$ cat config.mk
export PLATFORM = sky130hd
export DESIGN_NAME = mult_seq
export DESIGN_NICKNAME = d
export VERILOG_FILES = /design/src/hw/multdiv_pkg.sv /design/src/hw/mult_seq.sv
export VERILOG_INCLUDE_DIRS = /design/src /design/src/hw
export SDC_FILE = /design/constraint.sdc
export NUM_CORES = 1
export LEC_CHECK = 0
export BUFFER_PORTS_ARGS = -buffer_cell sky130_fd_sc_hd__buf_2
export CAP_MARGIN = 0
export CORE_AREA = 2 2 128 130
export CTS_BUF_LIST = sky130_fd_sc_hd__clkbuf_16
export DETAILED_ROUTE_END_ITERATION = 8
export DIE_AREA = 0 0 130 132
export PLACE_DENSITY = 0.46
export SLEW_MARGIN = 20
export SYNTH_ARGS = -nofsm -noshare
export SYNTH_HDL_FRONTEND = slang
export SYNTH_SLANG_ARGS = --single-unit
export TNS_END_PERCENT = 20
$ cat constraint.sdc
create_clock -name clock -period 2.4 [get_ports clock]
set_input_delay 0.24 -clock clock [delete_from_list [all_inputs] [get_ports clock]]
set_output_delay 0.24 -clock clock [all_outputs]
set_load 0.03 [all_outputs]
$ cat src/hw/multdiv_config.svh
`ifndef MULTDIV_CONFIG_SVH
`define MULTDIV_CONFIG_SVH

// Operand and result width
`define MD_WIDTH 32

// One iteration per operand bit
`define MD_ITERATIONS 32

// Wide enough to hold MD_ITERATIONS itself
`define MD_COUNT_WIDTH 6

`endif

$ cat src/hw/multdiv_pkg.sv
`include "multdiv_config.svh"

package multdiv_pkg;

	// Operation held for the length of a run
	typedef enum logic {
		MD_MULT = 1'b0,
		MD_DIV  = 1'b1
	} md_op_e;

	// Request from the active sequencer to the shared datapath
	typedef struct packed {
		logic                     reg_load;
		logic [2*`MD_WIDTH-1:0]   reg_next;
		logic [`MD_WIDTH-1:0]     add_a;
		logic [`MD_WIDTH-1:0]     add_b;
		logic                     subtract;
	} md_step_t;

	// Datapath view returned to both sequencers
	typedef struct packed {
		logic [2*`MD_WIDTH-1:0]   reg_value;
		logic [`MD_WIDTH-1:0]     sum;
		logic                     sum_negative;
		logic                     sum_overflow;
	} md_state_t;

endpackage

$ cat src/hw/mult_seq.sv
`timescale 1ns/1ps
`include "multdiv_config.svh"

module mult_seq (
	input  logic                   clock,
	input  logic                   arst_n,
	input  logic                   start,
	input  logic [`MD_WIDTH-1:0]   multiplicand,
	input  logic [`MD_WIDTH-1:0]   multiplier,
	input  multdiv_pkg::md_state_t state,
	output multdiv_pkg::md_step_t  step,
	output logic [`MD_WIDTH-1:0]   product_low,
	output logic                   overflow
);

	logic [`MD_WIDTH-1:0] mcand_q;
	logic                 booth_q;
	logic [`MD_WIDTH-1:0] high_half;
	logic [`MD_WIDTH-1:0] low_half;
	logic [1:0]           pair;
	logic                 sum_sign;

	assign high_half = state.reg_value[2*`MD_WIDTH-1:`MD_WIDTH];
	assign low_half = state.reg_value[`MD_WIDTH-1:0];

	// Booth pair is the current multiplier bit and the one shifted out before it
	assign pair = {low_half[0], booth_q};

	// True sign of the partial sum, bit 31 is wrong when the add overflowed
	assign sum_sign = state.sum_negative ^ state.sum_overflow;

	always_ff @(posedge clock or negedge arst_n)
	begin
		if (!arst_n)
		begin
			mcand_q <= '0;
			booth_q <= 1'b0;
		end
		else if (start)
		begin
			mcand_q <= multiplicand;
			booth_q <= 1'b0;
		end
		else
		begin
			booth_q <= low_half[0];
		end
	end

	always_comb
	begin
		step.reg_load = 1'b1;
		step.add_a = high_half;
		step.subtract = (pair == 2'b10);
		// 00 and 11 only shift
		if (pair == 2'b01 || pair == 2'b10)
			step.add_b = mcand_q;
		else
			step.add_b = '0;
		// Arithmetic right shift of {sum, low half}
		step.reg_next = {sum_sign, state.sum, low_half[`MD_WIDTH-1:1]};
		if (start)
			step.reg_next = {{`MD_WIDTH{1'b0}}, multiplier};
	end

	assign product_low = low_half;

	// High word must be pure sign extension of the low word
	assign overflow = (high_half != {`MD_WIDTH{low_half[`MD_WIDTH-1]}});

endmodule

==> impl_metrics.ini <==
[run_status]
status = complete, no violations

[cells_and_area]
drive_gt1_share_pct = 75.3
layout.cells.non_filler = 751
multiInputGateArea_sq_mm = 0.00134
diodes = 0
final_common_cell = buf_2
n_fill_cell = 1748
fin_util_pct = 27.1
areaGrowthSynthToFinish_pct = 56.1
final_cell_mix = buf_2, nor2b_1, mux2_2, dfrtp_1, nor3_1
seq_area_sq_um = 826
nets = 700

[worst_setup_path]
path_class = flop to output port
cp_cell_sequence = inv_1 > ha_1 > nor2b_1 > buf_2
critPathBufInv = 2
cp_data_arrival_time_ns = 1.97
critPathSlowestCell = ha_1
slowest_delay_ns = 0.95
required_ns = 2.16
cpLargestDelayFamily = adder cells
reg2reg_from = mcand_q[24]
critPathLaunch = booth_q
cp_max_fo = 32
crit_path_start_kind = flop
reg2reg_slack_ns = 1.64
end_kind = output port

[floorplanning]
initial_core_util_pct = 17.4
pin_count = 328
dieArea_sq_mm = 0.0172
dieWidth_um = 130
design.core.area_sq_mm = 0.0157
row_count = 46
die_h_um = 132

[clock_network]
h-tree-depth = 2
cts_tree = yes
ctsResizeCount = 0
root_buffer = clkbuf_16
postCtsSetupRepairBufs = 0
cts.sinks = 33
insertion_delay_ns = 0.27
cts_buffers = 5
clock_path_buffers = 2
path_clk_slew_ns = 0.06
cts_hold_buf = 0

[placed_design]
pre_cts_slack_ns = 0.445
port_buffers = 326
place_inst = 743
gp_congestion = 0.792
place.detailed.hpwl_um = 9030

[logic_synthesis]
yosysWarnings = 0
synth_area_leaders = dfrtp_1, mux2_2, buf_4
post-synth-top-area-fraction_pct = 30.3
syn_nets = 445
netlist.top_cell.by_area = dfrtp_1
syn_area_sq_mm = 0.00273
ys_ff_latch = 33
synthCells = 279
ys_types = 21
seq_area_frac_synth_pct = 30.3
synth.avg_cell_area_sq_um = 9.78

[power]
power_leakage_nw = 2.25
irDropWorstVdd_mv = 0.417
power_density_mw_per_mm2 = 550

[routing]
first_iter_violations = 27
ant_nets = 0
vias = 2893
firstDrtPassIters = 4
wl_um = 10500
viasPerCell = 3.85
route.detailed.wl_per_inst_um = 14.0
drc = 0

[timing]
fin_crit_sh_pct = 91.9
report.final.slew_viol_count = 0
final.setup.worst_slack_ns = 0.195
fin_tns_setup_ns = 0
worst_pin_slew_ns = 1.02
fin_hold_ws_ns = 0.0275
final_hold_viol_count = 0
finalClockSkew_ns = 0
rsz0062_at_grt = no
slew_headroom_pct = 31.7
finalCriticalPeriod_ns = 2.21
fmax_mhz = 453
setup_violations = 0

[global_routing]
antenna_found_initial = 0
grt.total_usage_pct = 10.8
grt_max_degree = 40
grt_pass1_wl_um = 14700
grt_overflow = 0
grt_pass1_vias = 2808

[hold_path]
hold_path_class = input port to async pin

[job]
drv_cap = 0
[state kept, by name, indices dropped and copies added, names as in the netlist]
signal,cells
mcand_q,32
booth_q,1
[synthesized netlist by cell type]
| library cell | count |
|---|---|
| xnor2_1 | 1 |
| conb_1 | 1 |
| nor3_1 | 6 |
| buf_4 | 65 |
| inv_1 | 1 |
| dfrtp_1 | 33 |
| a31oi_1 | 4 |
| nand4_1 | 4 |
| nand3_1 | 4 |
| ha_1 | 1 |
| nor3_2 | 2 |
| clkbuf_1 | 7 |
| nor2_1 | 5 |
| nor4_1 | 3 |
| buf_2 | 7 |
| buf_6 | 1 |
| nor4_2 | 1 |
| nor2b_1 | 64 |
| or4_1 | 1 |
| nand2_1 | 4 |
| mux2_2 | 64 |
[path summary, 6_finish.rpt]
kind                                to  depth (start not counted)
max                           step[18]                          4
min in group clock          mcand_q[4]                          2
max in group asynchronous  mcand_q[20]                          1
min reg2reg                 mcand_q[8]                          1
max reg2reg                mcand_q[24]                          1
min                        mcand_q[14]                          1
[power breakdown]
part	total [mW]	switching (mW)	internal [mW]
combinational	0.974	0.622	0.351
sequential	0.639	0.0272	0.612
clock	0.729	0.238	0.491
[layout make-up]
class	instances	area share, %
Sequential cell	33	19.4
Clock buffer	5	2.94
Clock inverter	3	1.09
Multi-Input combinational cell	165	31.4
Timing Repair Buffer	328	38.7
Inverter	1	0.0881
Tap cell	216	6.35
[cell families after synthesis]
kind of cell    count (synthesis)  share of synthesized area [%]
xor+xnor                        1                          0.321
flops                          33                           30.3
other cells                     1                          0.137
buf+inv                        81                           20.7
mux                            64                           26.4
fa+ha+maj                       1                          0.458
compound gates                  4                          0.917
simple gates                   94                           20.8
[routing by layer]
metal	wire (um)	vias up	global-route usage, %
met2	5400	201	20.5
met3	997	10	3.00
li1	-	1379	-
met1	3990	1303	11.6
met4	137	0	2.63
met5	0	-	0
[stage by stage]
stage | instance area [sq um] | total power [mW]
2_1_floorplan | 2730 | 1.33
3_3_place_gp | 4090 | 1.63
3_5_place_dp | 4090 | 1.63
4_1_cts | 4260 | 2.38
5_1_grt | 4260 | 2.47
6_report | 4260 | 2.34
Power figures use the tool's default switching activity.
