$ cat src/hw/multdiv_config.svh
`ifndef MULTDIV_CONFIG_SVH
`define MULTDIV_CONFIG_SVH

// Operand and result width
`define MD_WIDTH 32

// One iteration per operand bit
`define MD_ITERATIONS 32

// Wide enough to hold MD_ITERATIONS itself
`define MD_COUNT_WIDTH 6

`endif

$ cat src/hw/multdiv_pkg.sv
`include "multdiv_config.svh"

package multdiv_pkg;

	// Operation held for the length of a run
	typedef enum logic {
		MD_MULT = 1'b0,
		MD_DIV  = 1'b1
	} md_op_e;

	// Request from the active sequencer to the shared datapath
	typedef struct packed {
		logic                     reg_load;
		logic [2*`MD_WIDTH-1:0]   reg_next;
		logic [`MD_WIDTH-1:0]     add_a;
		logic [`MD_WIDTH-1:0]     add_b;
		logic                     subtract;
	} md_step_t;

	// Datapath view returned to both sequencers
	typedef struct packed {
		logic [2*`MD_WIDTH-1:0]   reg_value;
		logic [`MD_WIDTH-1:0]     sum;
		logic                     sum_negative;
		logic                     sum_overflow;
	} md_state_t;

endpackage

$ cat src/hw/div_seq.sv
`timescale 1ns/1ps
`include "multdiv_config.svh"

module div_seq (
	input  logic                   clock,
	input  logic                   arst_n,
	input  logic                   start,
	input  logic [`MD_WIDTH-1:0]   dividend,
	input  logic [`MD_WIDTH-1:0]   divisor,
	input  multdiv_pkg::md_state_t state,
	output multdiv_pkg::md_step_t  step,
	output logic [`MD_WIDTH-1:0]   quotient,
	output logic                   divide_by_zero
);

	logic [`MD_WIDTH-1:0] divisor_mag_q;
	logic                 negate_q;
	logic                 zero_q;
	logic [`MD_WIDTH-1:0] dividend_mag;
	logic [`MD_WIDTH-1:0] rem_shifted;
	logic [`MD_WIDTH-1:0] quo;
	logic                 below;

	assign dividend_mag = dividend[`MD_WIDTH-1] ? -dividend : dividend;

	// Remainder shifted left by one, taking the next dividend bit
	assign rem_shifted = state.reg_value[2*`MD_WIDTH-2:`MD_WIDTH-1];
	assign quo = state.reg_value[`MD_WIDTH-1:0];

	// Unsigned compare from the signed flags
	// rem_shifted < divisor when the signed order flips on differing top bits
	assign below = state.sum_negative ^ state.sum_overflow ^
		rem_shifted[`MD_WIDTH-1] ^ divisor_mag_q[`MD_WIDTH-1];

	always_ff @(posedge clock or negedge arst_n)
	begin
		if (!arst_n)
		begin
			divisor_mag_q <= '0;
			negate_q <= 1'b0;
			zero_q <= 1'b0;
		end
		else if (start)
		begin
			divisor_mag_q <= divisor[`MD_WIDTH-1] ? -divisor : divisor;
			negate_q <= dividend[`MD_WIDTH-1] ^ divisor[`MD_WIDTH-1];
			zero_q <= (divisor == '0);
		end
	end

	always_comb
	begin
		step.reg_load = 1'b1;
		step.add_a = rem_shifted;
		step.add_b = divisor_mag_q;
		step.subtract = 1'b1;
		if (start)
			step.reg_next = {{`MD_WIDTH{1'b0}}, dividend_mag};
		else if (below)
			step.reg_next = {rem_shifted, quo[`MD_WIDTH-2:0], 1'b0};
		else
			step.reg_next = {state.sum, quo[`MD_WIDTH-2:0], 1'b1};
	end

	// Sign fix-up on the final magnitude
	always_comb
	begin
		if (zero_q)
			quotient = '0;
		else if (negate_q)
			quotient = -quo;
		else
			quotient = quo;
	end

	assign divide_by_zero = zero_q;

endmodule

$ cat config.mk
export PLATFORM = sky130hd
export DESIGN_NAME = div_seq
export DESIGN_NICKNAME = d
export VERILOG_FILES = /design/src/hw/multdiv_pkg.sv /design/src/hw/div_seq.sv
export VERILOG_INCLUDE_DIRS = /design/src /design/src/hw
export SDC_FILE = /design/constraint.sdc
export NUM_CORES = 1
export LEC_CHECK = 0
export ABC_CLOCK_PERIOD_IN_PS = 3290
export BUFFER_PORTS_ARGS = -buffer_cell sky130_fd_sc_hd__buf_2
export CORE_AREA = 2 2 127 129
export DETAILED_ROUTE_END_ITERATION = 10
export DIE_AREA = 0 0 129 131
export GPL_TIMING_DRIVEN = 1
export PLACE_DENSITY = 0.7
export SETUP_SLACK_MARGIN = 0.05
export SYNTH_ARGS = -nofsm -noshare
export SYNTH_HDL_FRONTEND = slang
export SYNTH_SLANG_ARGS = --single-unit
$ cat constraint.sdc
create_clock -name clock -period 3.29 [get_ports clock]
set_clock_uncertainty 0.05 [all_clocks]
set_input_delay 0.4935 -clock clock [delete_from_list [all_inputs] [get_ports clock]]
set_output_delay 0.4935 -clock clock [all_outputs]
set_load 0.05 [all_outputs]
==> metrics.txt, run 1 <==
run status=complete, no violations; Fin. Hold Viols=0; global-route wire length before repair=approximately 31000 um; Period minus WS final=roughly 3200 ps; Post-DP HPWL=~17000 um; critical-path cell list=buf_2, or4_1, or4_4, or4_1, nand3_1, buf_6; FF/Latch Area=851 um2; largest net degree at the start of global routing=~150; count of cell types in the netlist=62; routed wire length per instance=between 15 and 20 um; Die Area=16900 um2; Mapped Cells=roughly 830; TNS Setup=0 ps; synthesized cell area=~5400 um2; max_cap viols=0; most common cell after layout, fill and taps aside=buf_2; setup violators final=0; clock root buffer=clkbuf_16; FILL cells=1640; HP Class=in2async; CP endpoint kind=output port; clk buf depth=2; multi-input logic area=3990 um2; initial DRC count=567; commonest cells after routing, fill and taps aside=316 x buf_2, 107 x nor2_1, 95 x nand2_1, 91 x a21oi_1, 43 x buf_4; Total Wirelength=roughly 21000 um; Fin Hold WS=between 200 and 300 ps; H-tree levels=2; hold_buf cts=0; # nets final=1270; critical path type=in2out; crit-path most repeated cell=or4_1; DRC errors left=0; Max stage delay cell, worst path=or4_4; Total GRT Usage=0.228; placer congestion estimate=roughly 0.94; P per Cell Area=about 360 nW/um2; Via Count=7222; Max stage delay on crit path=630 ps; effective utilization at floorplan=0.346; die span in x=between 100 and 150 um; EDFF count, synth=0; initial antenna violation count=1; layout cells sized above 1=0.369; CTS tree=built; drt pass-1 iters=5; I/O Pins=between 300 and 400; Worst Tran Pin Value=about 810 ps; Main synth FF type=dfrtp_1; Synth async-reset ratio=1.00; clk_lat worst skew=between 200 and 300 ps; Syn-to-layout area delta=35.5%; Sink Count=34; CP Max Fanout=8; Final period util=0.961; Num CTS Buffers=5; startpoint types=primary input; Syn Area/Cell=~6.5 um2; synthesized flop and latch total=34; die height=131 um; critical path launch point=dividend[7]; vias in the first global route=between 6000 and 7000; gr ovfl total=0; Seq/Total Area, Yosys=0.158; clk slew on worst S/H paths=around 50 ps; Post-Layout Cell Count=1318; WP data required=around 2800 ps; Max Fclk=between 300 and 400 MHz; fin. max-slew vios=0; Slew HR=0.461; CP Data Arrival Time=about 2600 ps; Pleak=3.40 nW; Worst R2R Start=divide_by_zero; DRT antenna net count=0; total core area=roughly 16000 um2; post-DR vias/cell=roughly 5.5; RSZ-0062 raised after global routing=yes; yosys synthesis warning count=0; maximum VDD drop=around 270 uV; placed cell count=between 1000 and 1500; # port buffers=approximately 320; num rows=between 40 and 50
path summary, 6_finish.rpt:
check | end | slack (ps) | cells after the start
max | step[83] | 130 | 6
min | divisor_mag_q[9] | 260 | 1
max reg2reg | divide_by_zero | 2280 | 1
min reg2reg | divisor_mag_q[0] | 450 | 1
max in group asynchronous | negate_q | 2410 | 1
min in group clock | divisor_mag_q[0] | 440 | 2
area by class of cell:
type	count	share of cell area
Tap cell	216	0.0370
Clock buffer	6	0.0190
Multi-Input combinational cell	676	0.547
Antenna cell	1	0.000343
Timing Repair Buffer	364	0.270
Inverter	21	0.0108
Sequential cell	34	0.116
routing by layer:
metal | wire length (um) | global-route usage | share of wire
met5 | 0 | 0 | 0
met4 | 520 | 0.0671 | 0.024
met3 | 1400 | 0.0252 | 0.066
met2 | 9910 | 0.373 | 0.47
met1 | 9460 | 0.318 | 0.44
through the flow:
stage / setup slack, ps / utilization / instance area, um2 / total power, mW
floorplan: 67.9 / - / 5400 / 1.70
global placement: -29.5 / 0.457 / 7130 / 2.15
detailed placement: -48.7 / 0.457 / 7130 / 2.16
CTS: 62.8 / 0.466 / 7270 / 2.63
global route: 33.5 / 0.468 / 7300 / 2.76
finish: 128 / 0.468 / 7300 / 2.62
critical path, delay by kind of cell:
family	cells	cell delay, ps
buffers and inverters	2	280
and+or+nand+nor	4	1840
synthesized netlist by cell type (all sizes together), types with 4 or more instances:
master,count,area [um2]
clkbuf,51,194
a31o,5,43.8
mux2i,5,50.1
o41ai,16,140
a22oi,5,37.5
nand4,20,125
or4b,4,40.0
nand2b,6,37.5
and2,6,37.5
nand2,95,357
o22ai,5,31.3
or4,30,229
o31ai,10,75.1
xnor2,13,114
nor4,17,113
dfrtp,34,851
a21oi,91,455
a31oi,7,43.8
nor2b,9,56.3
nor2,107,402
xor2,32,280
or3,34,213
inv,20,75.1
nor3,28,145
buf,46,309
o211ai,6,45.0
mux2,10,113
nand3,32,160
o21ai,22,110
or2,10,62.6
o2111ai,5,43.8
o311ai,9,78.8
report_power, final:
part	switching (mW)	internal (mW)	total [mW]
clock	0.164	0.292	0.456
combinational	1.24	0.442	1.68
sequential	0.0259	0.465	0.491
total	1.43	1.20	2.62
registers in the layout, summed over array words and instances (netlist names):
signal / flops
negate_q: 1
divisor_mag_q: 32
divide_by_zero: 1
cell families after synthesis:
kind of cell	share of synthesized area
compound gates	0.235
xor+xnor	0.0731
fa+ha+maj	0.00696
buf+inv	0.108
flops	0.158
mux	0.0302
other cells	0.000696
simple gates	0.389
repair_timing:
item,4_1_cts,5_1_grt
gates resized for setup,2,13
buffers inserted,0,0
pin swaps,0,0
endpoints found under the setup margin,5,8
cloned,0,0
No activity file was read; power rests on OpenSTA's default activity.
==> inputs of run 2 (changes only) <==
ABC_AREA = 1   (was not set)
CORE_AREA = 2 2 126 128   (was 2 2 127 129)
DIE_AREA = 0 0 128 130   (was 0 0 129 131)
==> run 2 against run 1 <==
  * Global-route usage up 2.3 points
  * Clock power up 4%
  * Via count up 2.5%
  * Flip-flop and latch count unchanged
  * Combinational power down 7%
  * Hold slack worse by 16 ps
  * Synthesized area down 1.9%
  * Sequential share of layout area up 0.59 points
  * Die area down 1.5%
==> metrics.txt, run 2 <==
CP Data Arrival Time=~2300 ps; die span in x=around 130 um; effective utilization at floorplan=0.343; DRC errors left=0; num rows=46; Total GRT Usage=0.250; Mapped Cells=998; most common cell after layout, fill and taps aside=buf_2; CP Max Fanout=11; synthesized cell area=approximately 5300 um2; startpoint types=primary input; Synth top area share=0.201; synthesized flop and latch total=34; Slew HR=0.465; DRT antenna net count=0; run status=complete, no violations; DP Worst Slack=around 530 ps; HP Class=in2async; multi-input logic area=between 3000 and 4000 um2; Syn Area/Cell=approximately 5.3 um2; critical path launch point=dividend[0]; fin. max-slew vios=0; Period minus WS final=around 2800 ps; synth cell count leaders=283 x nand2_1, 198 x nor2_1, 105 x nand3_1; largest net degree at the start of global routing=58; die height=about 130 um; I/O Pins=roughly 330; maximum VDD drop=around 220 uV; drt pass-1 iters=5; PnR worst setup slack=488 ps; clk buf depth=2; hold_buf cts=0; clk_lat worst skew=between 200 and 300 ps; Final period util=0.852; FILL cells=1710; commonest cells after routing, fill and taps aside=324 x buf_2, 283 x nand2_1, 198 x nor2_1, 105 x nand3_1, 87 x o21ai_0; # Post-CTS Setup Buffers=0; PostCTS Resize Cnt=0; Total Wirelength=approximately 23000 um; TNS Setup=0 ps; count of cell types in the netlist=37; yosys synthesis warning count=0; setup violators final=0; Die Area=16600 um2; total core area=~15000 um2; Pleak=slightly below 4 nW; # nets final=between 1000 and 1500; critical path type=in2out; CP endpoint kind=output port; Main synth FF type=dfrtp_1; clk slew on worst S/H paths=approximately 60 ps; Worst Tran Pin Value=803 ps; Worst R2R Start=negate_q; Via Count=7402; initial DRC count=slightly above 600; max_cap viols=0; # port buffers=approximately 320; initial antenna violation count=4; Final Cell Area=just under 7000 um2; CTS tree=built; routed wire length per instance=roughly 16 um; Fin. Hold Viols=0; FF/Latch Area=851 um2; Cell Area, Placed=about 6800 um2; gr ovfl total=0; count leader, synth=nand2_1; WP data required=roughly 2800 ps; H-tree levels=2; vias in the first global route=6168; Post-DP HPWL=roughly 19000 um; layout cells sized above 1=0.284; placer congestion estimate=slightly above 0.9; Max Fclk=between 300 and 400 MHz; Synth async-reset ratio=1.00; Sink Count=34; Largest Register=divisor_mag_q; post-layout util=0.451; max reg flops=32; Seq/Total Area, Yosys=0.161; clock root buffer=clkbuf_16; EDFF count, synth=0; post-DR vias/cell=between 5 and 6; Synth area leaders=nand2_1 20%, dfrtp_1 16%, nor2_1 14%; global-route wire length before repair=roughly 33000 um; Num CTS Buffers=5; Syn-to-layout area delta=31.4%; post-synth top area cell=nand2_1; P per Cell Area=364 nW/um2; RSZ-0062 raised after global routing=no
run 2: cell count changes after synthesis, moves of 11 or more:
| cell | change |
|---|---|
| nor3_1 | -15 |
| nor2_1 | +91 |
| or4_1 | -29 |
| nor4_1 | -14 |
| o21ai_0 | +65 |
| inv_1 | +66 |
| or3_1 | -34 |
| buf_2 | +11 |
| o41ai_1 | -16 |
| nand3_1 | +73 |
| clkbuf_1 | -36 |
| nand2_1 | +188 |
| xor2_1 | -19 |
| a21oi_1 | -64 |
run 2: final timing paths:
| kind | endpoint | slack (ps) | depth (start not counted) |
|---|---|---|---|
| worst min-delay path | divisor_mag_q[22] | 250 | 1 |
| worst max register to register | negate_q | 2360 | 2 |
| max in group asynchronous | divide_by_zero | 2430 | 1 |
| worst max-delay path | step[83] | 490 | 12 |
| min in group clock | divisor_mag_q[26] | 430 | 2 |
| worst min register to register | divisor_mag_q[26] | 430 | 2 |
run 2: power breakdown:
part           internal [mW]  switching [mW]
clock network          0.300           0.174
logic                  0.365            1.20
registers              0.463          0.0275
run 2: cell type report:
| class | count | share of cell area |
|---|---|---|
| Tap cell | 192 | 0.0346 |
| Timing Repair Buffer | 334 | 0.244 |
| Antenna cell | 4 | 0.00144 |
| Sequential cell | 34 | 0.122 |
| Inverter | 89 | 0.0480 |
| Clock inverter | 1 | 0.000720 |
| Clock buffer | 7 | 0.0205 |
| Multi-Input combinational cell | 805 | 0.528 |
run 2: kinds of logic (layout without fill, tap and decap cells):
group / count (synthesis) / count (layout) / synth area share
AO/OA/AOI/OAI: 137 / 137 / 0.134
XOR/XNOR: 21 / 21 / 0.0348
adder cells (fa/ha/maj): 3 / 3 / 0.00710
buffers and inverters: 160 / 431 / 0.145
flip-flops: 34 / 34 / 0.161
other: 1 / 6 / 0.000709
AND/OR/NAND/NOR: 642 / 642 / 0.517
run 2: critical path, stage by stage:
cell and delay [ps]:
buf_2 130, inv_1 100, ha_1 170, nand2_1 80
nor2_1 160, nand2_1 70, nand2_1 320, nand2_1 100
nand2_1 70, nand3_1 100, o21ai_0 150, buf_2 300
run 2: metrics by stage:
stage / hold WS, ps / total power, mW / std cells
2_1_floorplan: 148 / 1.64 / 999
3_5_place_dp: 410 / 2.06 / 1454
4_1_cts: 283 / 2.54 / 1462
5_1_grt: 328 / 2.67 / 1465
6_report: 247 / 2.53 / 1466
3_3_place_gp: 410 / 2.05 / 1454
run 2: routing by layer:
metal  up-vias  part of all wire  global-route usage
li1       3715                 -                   -
met1      3307              0.42               0.324
met2       332              0.47               0.424
met3        48             0.078              0.0496
met4         0             0.035              0.0769
met5         -                 0                   0
