File: config.mk
export PLATFORM = sky130hd
export DESIGN_NAME = md_datapath
export DESIGN_NICKNAME = d
export VERILOG_FILES = /design/src/hw/multdiv_pkg.sv /design/src/hw/md_datapath.sv
export VERILOG_INCLUDE_DIRS = /design/src /design/src/hw
export SDC_FILE = /design/constraint.sdc
export NUM_CORES = 1
export LEC_CHECK = 0
export ABC_AREA = 1
export BUFFER_PORTS_ARGS = -buffer_cell sky130_fd_sc_hd__clkbuf_2
export CAP_MARGIN = 20
export CORE_ASPECT_RATIO = 0.9
export CORE_MARGIN = 2
export CORE_UTILIZATION = 40
export DETAILED_ROUTE_END_ITERATION = 10
export GPL_TIMING_DRIVEN = 0
export HOLD_SLACK_MARGIN = 0.12
export PLACE_DENSITY = 0.73
export SLEW_MARGIN = 20
export SYNTH_ARGS = -nofsm -noshare
export SYNTH_HDL_FRONTEND = slang
export SYNTH_SLANG_ARGS = --single-unit
export TNS_END_PERCENT = 1
File: constraint.sdc
create_clock -name clock -period 1.8 [get_ports clock]
set_input_delay 0.09 -clock clock [delete_from_list [all_inputs] [get_ports clock]]
set_output_delay 0.09 -clock clock [all_outputs]
set_load 0.005 [all_outputs]
File: src/hw/multdiv_config.svh
`ifndef MULTDIV_CONFIG_SVH
`define MULTDIV_CONFIG_SVH

// Operand and result width
`define MD_WIDTH 32

// One iteration per operand bit
`define MD_ITERATIONS 32

// Wide enough to hold MD_ITERATIONS itself
`define MD_COUNT_WIDTH 6

`endif

File: src/hw/multdiv_pkg.sv
`include "multdiv_config.svh"

package multdiv_pkg;

	// Operation held for the length of a run
	typedef enum logic {
		MD_MULT = 1'b0,
		MD_DIV  = 1'b1
	} md_op_e;

	// Request from the active sequencer to the shared datapath
	typedef struct packed {
		logic                     reg_load;
		logic [2*`MD_WIDTH-1:0]   reg_next;
		logic [`MD_WIDTH-1:0]     add_a;
		logic [`MD_WIDTH-1:0]     add_b;
		logic                     subtract;
	} md_step_t;

	// Datapath view returned to both sequencers
	typedef struct packed {
		logic [2*`MD_WIDTH-1:0]   reg_value;
		logic [`MD_WIDTH-1:0]     sum;
		logic                     sum_negative;
		logic                     sum_overflow;
	} md_state_t;

endpackage

File: src/hw/md_datapath.sv
`timescale 1ns/1ps
`include "multdiv_config.svh"

module md_datapath (
	input  logic                   clock,
	input  logic                   arst_n,
	input  multdiv_pkg::md_step_t  step,
	output multdiv_pkg::md_state_t state
);

	logic [2*`MD_WIDTH-1:0] work_q;
	logic [`MD_WIDTH-1:0]   operand_b;
	logic [`MD_WIDTH-1:0]   sum;
	logic                   overflow;

	// Subtraction as a + ~b + 1
	assign operand_b = step.subtract ? ~step.add_b : step.add_b;
	assign sum = step.add_a + operand_b + `MD_WIDTH'(step.subtract);

	// Same-sign inputs giving a result of the other sign
	assign overflow = (step.add_a[`MD_WIDTH-1] == operand_b[`MD_WIDTH-1]) &&
		(sum[`MD_WIDTH-1] != step.add_a[`MD_WIDTH-1]);

	always_ff @(posedge clock or negedge arst_n)
	begin
		if (!arst_n)
		begin
			work_q <= '0;
		end
		else if (step.reg_load)
		begin
			work_q <= step.reg_next;
		end
	end

	assign state.reg_value = work_q;
	assign state.sum = sum;
	assign state.sum_negative = sum[`MD_WIDTH-1];
	assign state.sum_overflow = overflow;

endmodule

==> flow_summary.json, run 1 <==
{
  "syn_area_sq_mm": 0.00484,
  "fmax_ghz": 0.478,
  "critPathLaunchType": "primary input",
  "dr.pass1.iters": 7,
  "cts_max_level": 3,
  "globalRouteOverflowTotal": 0,
  "gp_congestion": 0.977,
  "synth.distinct_cells": 32,
  "initial_utilization_pct": 40.6,
  "p_sw_mw": 2.37,
  "wl_per_cell_microns": 17.7,
  "crit_arrival_ns": 2.00,
  "setup_viol": 27,
  "synth_fp_nets": 754,
  "fin_util_pct": 72.8,
  "syn_area_per_cell_sq_um": 8.19,
  "r2r_cells": 1,
  "cts_buffers": 9,
  "status": "finished, violations left",
  "fp.dieW_microns": 120,
  "violations": "negative setup slack",
  "ant_nets": 0,
  "dp_hpwl_microns": 11800,
  "crit_end": "state[20]",
  "area_growth_pct": 79.4,
  "min_path_type": "in2reg",
  "io_buffer_count": 227,
  "pin_count": 230,
  "report.final.hold_viol_count": 0,
  "crit_path_end_kind": "output pin",
  "grt_pass1_wl_microns": 26800,
  "setup.worst_path.class": "in2out",
  "die_h_microns": 108,
  "cp.required_ns": 1.71,
  "cellPowerDensity_mw_per_mm2": 770,
  "ir_drop_v": 0.000794,
  "rr_startpoint": "work_q[18]",
  "clkPwrFrac_pct": 29.0,
  "ys_seq_area_share_pct": 33.1,
  "largest_register_ffs": 64,
  "largest-register": "work_q",
  "worst-r2r-setup-slack_ns": 0.98,
  "synth-seq-cells": 64,
  "num_vias": 5667,
  "period_needed_ns": 2.09,
  "die_area_sq_mm": 0.0130,
  "clock_sinks": 64,
  "yosys_warnings": 0,
  "via_per_inst": 5.13,
  "r2r_end": "work_q[18]",
  "fin_nets": 1102,
  "grt_pass1_vias": 5599,
  "comb_power_share_pct": 46.0,
  "cts_buffer_depth": 2,
  "worstMarginPinSlew_ns": 0.315,
  "drtIter0Drc": 379,
  "drv_slew": 0,
  "cp-startpoint": "step[0]",
  "core_sq_mm": 0.0119,
  "drt-total-wl_microns": 19500,
  "path_max_fanout": 8,
  "setup_slack_ns": -0.292,
  "maxCapViolCount": 0,
  "grt_usage_pct": 26.3,
  "grt_max_degree": 46,
  "clock_latency_ns": 0.32,
  "p_int_mw": 4.31,
  "syn_inst": 591,
  "cts_tree": "built",
  "swShare_pct": 35.5,
  "p_seq_share_pct": 25.0,
  "slew_headroom_pct": 78.8,
  "power.total_mw": 6.69,
  "clk_pin_slew_worst_paths_ns": 0.06,
  "finalCritPeriodShare_pct": 116,
  "skew_ns": 0,
  "leakagePower_nw": 4.29,
  "reg_top3": "work_q x64",
  "clockRootBuffer": "clkbuf_16",
  "drc": 0,
  "rsz0062_at_grt": "yes",
  "drive_above_1_share_pct": 57.8,
  "antenna_found_initial": 1,
  "row_count": 38
}
cell families after synthesis:
family / share of synthesized area (%)
compound gates: 5.79
flops: 33.1
fa+ha+maj: 8.17
buf+inv: 6.56
mux: 14.9
xor+xnor: 8.86
simple gates: 22.7
power groups by stage:
stage | logic [mW] | registers [mW] | clock network [mW]
floorplan | 1.19 | 1.69 | 0
global placement | 2.01 | 1.68 | 0
detailed placement | 2.04 | 1.68 | 0
CTS | 2.45 | 1.66 | 1.95
global route | 3.30 | 1.69 | 2.02
finish | 3.08 | 1.67 | 1.94
cells in the mapped netlist, drive strengths merged:
| master | instances | area [sq um] |
|---|---|---|
| dfrtp | 64 | 1600 |
| nand3b | 2 | 15.0 |
| a21oi | 31 | 155 |
| clkinv | 1 | 3.75 |
| o21ai | 10 | 50.0 |
| o21a | 2 | 15.0 |
| nand2 | 156 | 606 |
| o21bai | 5 | 37.5 |
| nand4 | 5 | 37.5 |
| mux2 | 64 | 721 |
| and3 | 1 | 6.26 |
| a21o | 3 | 22.5 |
| and2 | 2 | 12.5 |
| buf | 13 | 70.1 |
| nor4 | 3 | 31.3 |
| nor2 | 51 | 214 |
| ha | 30 | 375 |
| inv | 65 | 244 |
| fa | 1 | 20.0 |
| nor3 | 6 | 40.0 |
| nand3 | 27 | 135 |
| xnor2 | 3 | 26.3 |
| xor2 | 46 | 403 |
layer usage:
layer,up-vias,GRT usage (%),wire (microns)
met2,292,48.9,10400
met5,-,0,0
met4,0,12.0,1020
li1,2599,-,-
met3,84,5.22,1310
met1,2692,28.9,6810
worst max-delay path: stages:
cell      delay, ns
buf_16         0.14
buf_12         0.16
xor2_2         0.18
ha_4           0.31
buf_4          0.13
nand2_4        0.09
nor3_2         0.24
nand4_1        0.13
nand3_1        0.15
xor2_1         0.22
clkbuf_2       0.15
area by class of cell:
cell class	instances	area, sq um
Multi-Input combinational cell	448	3940
Fill cell	780	3250
Timing Repair Buffer	337	2220
Sequential cell	64	1600
Inverter	66	248
Clock buffer	10	239
Tap cell	160	200
Buffer	13	141
Clock inverter	6	91.3
Antenna cell	1	2.50
placed cells by master, fill, tap and decap left out, types with 3 or more instances in the layout:
master / instances
a21o_1: 3
dlygate4sd3_1: 65
nand3_2: 3
mux2_2: 64
a21oi_2: 13
a21oi_4: 5
o21ai_0: 3
inv_2: 15
xor2_2: 20
nand4_1: 4
ha_4: 24
clkbuf_16: 9
nand2_2: 42
o21bai_1: 5
inv_1: 51
ha_2: 4
dfrtp_1: 64
nand3_1: 22
buf_16: 5
buf_2: 13
buf_4: 41
nor2_4: 14
buf_12: 3
clkbuf_2: 218
nor3_2: 3
nor2_1: 28
buf_6: 4
nand2_4: 13
nor3_4: 3
o21ai_1: 6
a21oi_1: 13
nor2_2: 9
xor2_1: 24
nand2_1: 101
stage by stage:
stage	setup TNS [ns]	cells	hold WS [ns]	setup slack (ns)	cell area [sq um]
after floorplan	-0.0702	591	-0.206	-0.0532	4900
final	-4.97	1105	0.183	-0.292	8680
after global routing	-8.02	1105	0.201	-0.444	8680
after detailed placement	-7.34	979	0.0198	-0.415	6270
after CTS	-4.76	1088	0.175	-0.267	7800
after global placement	-6.93	978	0.322	-0.405	6240
worst min path at each step:
stage                   start         end  depth (start not counted)
finish              step[129]  work_q[52]                          2
global route        step[129]  work_q[52]                          2
CTS                 step[129]  work_q[52]                          2
detailed placement     arst_n  work_q[44]                          1
global placement     step[76]  work_q[11]                          2
floorplan              arst_n   work_q[0]                          0
timing repair:
item / CTS / global route
hold buffers: 65 / 0
resized for setup: 70 / 154
endpoints found under the setup margin: 28 / 30
pin swaps: 42 / 77
gates cloned: 3 / 0
endpoints found under the hold margin: 128 / 0
buffers inserted: 25 / 16
(Power assumes the default switching activity.)
==> inputs of run 2 (changes only) <==
--- a/config.mk
+++ b/config.mk
@@ -10,12 +10,12 @@
 export BUFFER_PORTS_ARGS = -buffer_cell sky130_fd_sc_hd__clkbuf_2
 export CAP_MARGIN = 20
 export CORE_ASPECT_RATIO = 0.9
-export CORE_MARGIN = 2
-export CORE_UTILIZATION = 40
+export CORE_MARGIN = 4
+export CORE_UTILIZATION = 43
 export DETAILED_ROUTE_END_ITERATION = 10
 export GPL_TIMING_DRIVEN = 0
 export HOLD_SLACK_MARGIN = 0.12
-export PLACE_DENSITY = 0.73
+export PLACE_DENSITY = 0.78
 export SLEW_MARGIN = 20
 export SYNTH_ARGS = -nofsm -noshare
 export SYNTH_HDL_FRONTEND = slang
==> run 2 against run 1 <==
Effect of this change: the run still ends with negative setup slack left; register-to-register slack got worse by 0.02 ns; count of clock-buffer cells in the layout down 1; largest power group unchanged; hold slack improved by 0.0034 ns; global-route usage shrank 0.98 points; first-iteration DRC count down 2.9%; setup slack improved by 0.0027 ns; flip-flop and latch count unchanged; fmax increased by 0.13%; wire length decreased by 11%; critical path depth is 4 higher; core utilization decreased by 0.69 points.
==> flow_summary.json, run 2 (synthesis gave the netlist of run 1 again) <==
{
  "whs_path_depth": 2,
  "worstMarginPinSlew_ns": 0.381,
  "row_count": 36,
  "via_per_inst": 5.01,
  "dpl.cell_count": 971,
  "drive_above_1_share_pct": 49.2,
  "clock_latency_ns": 0.32,
  "hold_end": "work_q[63]",
  "finalCritPeriodShare_pct": 116,
  "grt_max_degree": 40,
  "comb_power_share_pct": 43.4,
  "drt-total-wl_microns": 17400,
  "area_growth_pct": 62.3,
  "period_needed_ns": 2.09,
  "maxCapViolCount": 0,
  "core_sq_mm": 0.0109,
  "r2r_end": "work_q[10]",
  "fmax_ghz": 0.479,
  "p_seq_share_pct": 28.0,
  "min_path_type": "in2reg",
  "wl_per_cell_microns": 16.1,
  "cts_buffers": 9,
  "dr.pass1.iters": 5,
  "p_sw_mw": 2.10,
  "leakagePower_nw": 4.06,
  "place_ws_ns": -0.423,
  "fp.dieW_microns": 120,
  "p_int_mw": 3.89,
  "crit_arrival_ns": 2.00,
  "clk_pin_slew_worst_paths_ns": 0.05,
  "drv_slew": 0,
  "antenna_found_initial": 0,
  "post_dp_cell_area_sq_mm": 0.00625,
  "layout.cells.non_filler": 1080,
  "clockRootBuffer": "clkbuf_16",
  "globalRouteOverflowTotal": 0,
  "num_vias": 5408,
  "setup_slack_ns": -0.289,
  "cp.required_ns": 1.71,
  "worst-r2r-setup-slack_ns": 0.96,
  "crit_chain": "buf_12 > buf_12 > xor2_1 > ha_1 > nand2_2 > nor2_2 > nand2_1 > nand2_2 > nand2_1 > nand2_1 > nand2_1 > nand3_1 > nand2_1 > nand2_1 > clkbuf_2",
  "largest_register_ffs": 64,
  "rsz0062_at_grt": "yes",
  "cts_max_level": 3,
  "ir_drop_v": 0.000725,
  "max_stage_delay_ns": 0.39,
  "crit_path_end_kind": "output pin",
  "critPathLaunchType": "primary input",
  "ant_nets": 0,
  "crit_top_cell": "nand2_1",
  "slew_headroom_pct": 74.6,
  "swShare_pct": 35.1,
  "violations": "negative setup slack",
  "report.final.hold_viol_count": 0,
  "power.total_mw": 5.99,
  "fillers": 788,
  "r2r_cells": 1,
  "setup_viol": 27,
  "clock_sinks": 64,
  "insertedDiodeCount": 0,
  "clkPwrFrac_pct": 28.6,
  "gp_congestion": 0.866,
  "grt_usage_pct": 25.3,
  "reg_top3": "work_q x64",
  "path_max_fanout": 7,
  "die_area_sq_mm": 0.0130,
  "grt_pass1_wl_microns": 26400,
  "layout_commonest_cell": "clkbuf_2",
  "cts_tree": "built",
  "dp_hpwl_microns": 12200,
  "grt_pass1_vias": 5403,
  "drtIter0Drc": 368,
  "fin_nets": 1086,
  "die_h_microns": 109,
  "skew_ns": 0,
  "final_area_sq_mm": 0.00786,
  "cellPowerDensity_mw_per_mm2": 763,
  "largest-register": "work_q",
  "setup.worst_path.class": "in2out",
  "drc": 0,
  "cts_buffer_depth": 2,
  "status": "finished, violations left",
  "pin_count": 230,
  "initial_utilization_pct": 44.4,
  "cpMaxStageDelayCell": "ha_1",
  "rr_startpoint": "work_q[10]",
  "hp-start": "step[129]",
  "io_buffer_count": 227,
  "layout_common_cells": "clkbuf_2, nand2_1, dlygate4sd3_1"
}
==> run 2: cell count changes in the layout (fill, tap and decap cells not counted), sizes merged <==
cell      delta
clkinvlp     +3
diode        -1
bufinv       -1
buf         -19
inv          -1
clkbuf       +2
==> run 2: layout make-up <==
cell class / instances / area (sq um) / area share [%]
timing repair buffer: 322 / 2070 / 26.4
clock inverter: 7 / 71.3 / 0.908
sequential: 64 / 1600 / 20.4
buffer: 12 / 121 / 1.54
multi-input combinational: 448 / 3330 / 42.3
tap: 152 / 190 / 2.42
clock buffer: 9 / 225 / 2.87
inverter: 66 / 248 / 3.15
==> run 2: worst max path at each step <==
stage                endpoint  cells after the start  slack (ns)    start
global placement    state[33]                     14       -0.38  step[0]
floorplan           state[33]                     17       -0.05  step[0]
global route        state[33]                     18       -0.39  step[0]
CTS                 state[33]                     14       -0.32  step[0]
finish              state[27]                     15       -0.29  step[0]
detailed placement  state[33]                     14       -0.42  step[0]
==> run 2: per-layer routing <==
layer	global-route usage, %	wire length, microns	vias up
li1	-	-	2573
met1	29.1	6660	2539
met2	46.5	9060	263
met3	6.48	1320	33
met4	7.77	404	0
met5	0	0	-
==> run 2: per-stage QoR <==
step / hold WS [ns] / TNS, ns / utilization, %
after floorplan: -0.206 / -0.0702 / -
after global placement: 0.322 / -6.85 / 57.1
after detailed placement: 0.0587 / -7.36 / 57.3
after CTS: 0.174 / -5.39 / 67.7
after global routing: 0.203 / -8.40 / 72.1
final: 0.186 / -5.28 / 72.1
==> run 2: repair_timing <==
item                                    in CTS  in global routing
resized for setup                           31                 74
pin swaps                                   16                 46
endpoints found under the setup margin      27                 29
cloned                                       0                  2
hold buffers                                65                  0
buffers inserted                            10                 17
hold endpoints to repair                   128                  0
==> run 2: critical path: cells and delay by family <==
| family | cells | cell delay (ns) |
|---|---|---|
| buffers and inverters | 3 | 0.39 |
| adder cells (fa/ha/maj) | 1 | 0.39 |
| AND/OR/NAND/NOR | 10 | 0.96 |
| XOR/XNOR | 1 | 0.15 |
==> run 2: power by group through the flow <==
stage               clock network [mW]  registers (mW)  logic (mW)
floorplan                            0            1.69        1.19
global route                      1.81            1.69        2.84
detailed placement                   0            1.69        2.05
global placement                     0            1.67        2.01
CTS                               1.73            1.67        2.28
finish                            1.72            1.68        2.60
==> inputs of run 3 (changes only) <==
--- a/config.mk
+++ b/config.mk
@@ -6,12 +6,11 @@
 export SDC_FILE = /design/constraint.sdc
 export NUM_CORES = 1
 export LEC_CHECK = 0
-export ABC_AREA = 1
 export BUFFER_PORTS_ARGS = -buffer_cell sky130_fd_sc_hd__clkbuf_2
-export CAP_MARGIN = 20
 export CORE_ASPECT_RATIO = 0.9
 export CORE_MARGIN = 4
-export CORE_UTILIZATION = 43
+export CORE_UTILIZATION = 42
+export CTS_CLUSTER_DIAMETER = 200
 export DETAILED_ROUTE_END_ITERATION = 10
 export GPL_TIMING_DRIVEN = 0
 export HOLD_SLACK_MARGIN = 0.12
==> run 3 against run 2 <==
Effect of this change: the run still ends with negative setup slack left; power shrank 0.92%; flip-flop and latch count is the same; sequential share of layout area grew 2.1 points; core utilization shrank 2.7 points; combinational power shrank 8.8%; critical endpoint is now state[28]; largest power group unchanged.
==> flow_summary.json, run 3 <==
{
  "cts_buffers": 9,
  "synth_top_flop_cell": "dfrtp_1",
  "via_per_inst": 5.30,
  "pin_count": 230,
  "crit_path_end_kind": "output pin",
  "setup_slack_ns": -0.859,
  "cts_max_level": 3,
  "drive_above_1_share_pct": 50.7,
  "yosys-top-cells-count": "dfrtp_1, mux2_2, xor2_1",
  "synth_compound_area_share_pct": 14.9,
  "path_max_fanout": 5,
  "fin_nets": 906,
  "yosys_warnings": 0,
  "globalRouteOverflowTotal": 0,
  "place_ws_ns": -1.08,
  "post_dp_cell_area_sq_mm": 0.00579,
  "violations": "negative setup slack",
  "setup_viol": 28,
  "leakagePower_nw": 3.45,
  "maxCapViolCount": 0,
  "synth_top_family_by_area": "multiplexers",
  "fp.dieW_microns": 116,
  "ys_seq_area_share_pct": 36.3,
  "dr.pass1.iters": 4,
  "crit_arrival_ns": 2.57,
  "clk_pin_slew_worst_paths_ns": 0.06,
  "max_stage_delay_ns": 0.41,
  "num_vias": 4644,
  "cpMaxStageDelayCell": "a311o_1",
  "syn_area_sq_mm": 0.00442,
  "largest_register_ffs": 64,
  "critPathLaunchType": "primary input",
  "fmax_ghz": 0.376,
  "layout_commonest_cell": "clkbuf_2",
  "synth_adder_area_share_pct": 8.95,
  "grt_max_degree": 46,
  "grt_usage_pct": 24.8,
  "synth-edff-count": 0,
  "grt_pass1_wl_microns": 24300,
  "clock_latency_ns": 0.32,
  "report.final.hold_viol_count": 0,
  "cp.required_ns": 1.71,
  "drt-total-wl_microns": 15700,
  "whs_ns": 0.214,
  "yosysTopAreaCell": "dfrtp_1",
  "ys_top_cells_by_area": "dfrtp_1, mux2_2, xor2_1",
  "skew_ns": 0,
  "crit_top_cell": "buf_12",
  "min_path_type": "in2async",
  "drc": 0,
  "cellPowerDensity_mw_per_mm2": 835,
  "row_count": 35,
  "drtIter0Drc": 256,
  "gp_congestion": 0.975,
  "clockRootBuffer": "clkbuf_16",
  "die_h_microns": 105,
  "setup.worst_path.class": "in2out",
  "syn_inst": 427,
  "drv_slew": 0,
  "path_buf_inv": 4,
  "synth-simple-area-share_pct": 8.44,
  "fillers": 742,
  "cts_buffer_depth": 2,
  "grt_pass1_vias": 4979,
  "synth_top_area_share_pct": 36.3,
  "antenna_found_initial": 0,
  "syn_area_per_cell_sq_um": 10.3,
  "power.total_mw": 5.94,
  "yosys.area_share.xor_xnor_pct": 12.1,
  "period_needed_ns": 2.66,
  "worstMarginPinSlew_ns": 0.597,
  "ir_drop_v": 0.000642,
  "insertedDiodeCount": 0,
  "synth_async_sr_flop_share_pct": 100,
  "crit_chain": "buf_12 > buf_12 > xor2_1 > ha_1 > buf_6 > o211ai_1 > a21o_1 > a311o_1 > a41o_1 > o21ai_4 > a211oi_2 > xnor2_1 > buf_2",
  "synth.distinct_cells": 52,
  "final_area_sq_mm": 0.00711,
  "synth_fp_nets": 590,
  "die_area_sq_mm": 0.0122,
  "rsz0062_at_grt": "yes",
  "wl_per_cell_microns": 17.9,
  "largest-register": "work_q",
  "slew_headroom_pct": 60.2,
  "synth-seq-cells": 64,
  "multi_input_area_sq_mm": 0.00292,
  "ff_latch_area_sq_mm": 0.00160,
  "area_growth_pct": 60.9,
  "dp_hpwl_microns": 11000,
  "initial_utilization_pct": 43.1,
  "io_buffer_count": 227,
  "muxShareOfSynthArea_pct": 16.9,
  "clock_sinks": 64,
  "cp_top_family": "compound AO/OA/AOI/OAI gates",
  "ant_nets": 0,
  "finalCritPeriodShare_pct": 148,
  "layout_common_cells": "clkbuf_2, dlygate4sd3_1, mux2_2, dfrtp_1, xor2_1",
  "reg_top3": "work_q x64",
  "status": "finished, violations left",
  "cts_tree": "built",
  "core_sq_mm": 0.0102
}
==> run 3: changes by cell type in the layout (fill, tap and decap cells not counted), moves of 10 or more <==
| cell | delta |
|---|---|
| nor2_1 | -12 |
| ha_4 | -10 |
| inv_2 | -10 |
| nand3_1 | -21 |
| nand2_1 | -97 |
| nor2_2 | -13 |
| buf_4 | -14 |
| inv_1 | -48 |
| xnor2_1 | +14 |
| nand2_2 | -31 |
==> run 3: cells by family after synthesis <==
kind of cell,Yosys count
AO/OA/AOI/OAI,99
AND/OR/NAND/NOR,79
multiplexers,66
flip-flops,64
XOR/XNOR,61
adder cells (fa/ha/maj),31
buffers and inverters,27
==> run 3: repair_timing <==
item                                    4_1_cts  5_1_grt
endpoints found under the setup margin       29       29
hold buffers                                 65        0
endpoints found under the hold margin       128        0
cloned                                        0        1
gates resized for setup                      31       40
pin swaps                                    15       16
buffers inserted                             11        3
==> run 3: per-stage QoR <==
step	cells	setup TNS (ns)	utilization [%]
final	877	-16.14	69.4
after floorplan	427	-8.49	-
after detailed placement	784	-19.58	56.5
after CTS	875	-16.87	67.8
after global routing	877	-19.02	69.4
after global placement	783	-18.80	56.3
==> run 3: path summary, 6_finish.rpt <==
| check | from | end | slack [ns] | cells past startpoint |
|---|---|---|---|---|
| hold reg to reg | work_q[62] | work_q[62] | 0.50 | 1 |
| max in group asynchronous | arst_n | work_q[62] | 1.04 | 3 |
| setup reg to reg | work_q[1] | work_q[1] | 0.99 | 1 |
| hold / removal | arst_n | work_q[41] | 0.21 | 2 |
| min in group clock | step[129] | work_q[51] | 0.35 | 2 |
| setup / recovery | step[0] | state[28] | -0.86 | 13 |
==> run 3: cell type report <==
cell class / count / share of cell area [%]
Clock buffer: 10 / 3.36
Clock inverter: 6 / 1.27
Multi-Input combinational cell: 336 / 41.0
Buffer: 17 / 1.72
Tap cell: 129 / 2.27
Timing Repair Buffer: 308 / 27.5
Inverter: 7 / 0.370
Sequential cell: 64 / 22.5
==> run 3: report_power, final <==
group / internal (mW) / switching, mW
clock network: 1.25 / 0.638
registers: 1.58 / 0.0918
logic: 1.19 / 1.18
==> run 3: layer usage <==
layer / global-route usage [%] / wire length, microns
met5: 0 / 0
met4: 9.36 / 485
met3: 6.43 / 1270
met2: 44.0 / 8040
met1: 28.2 / 5890
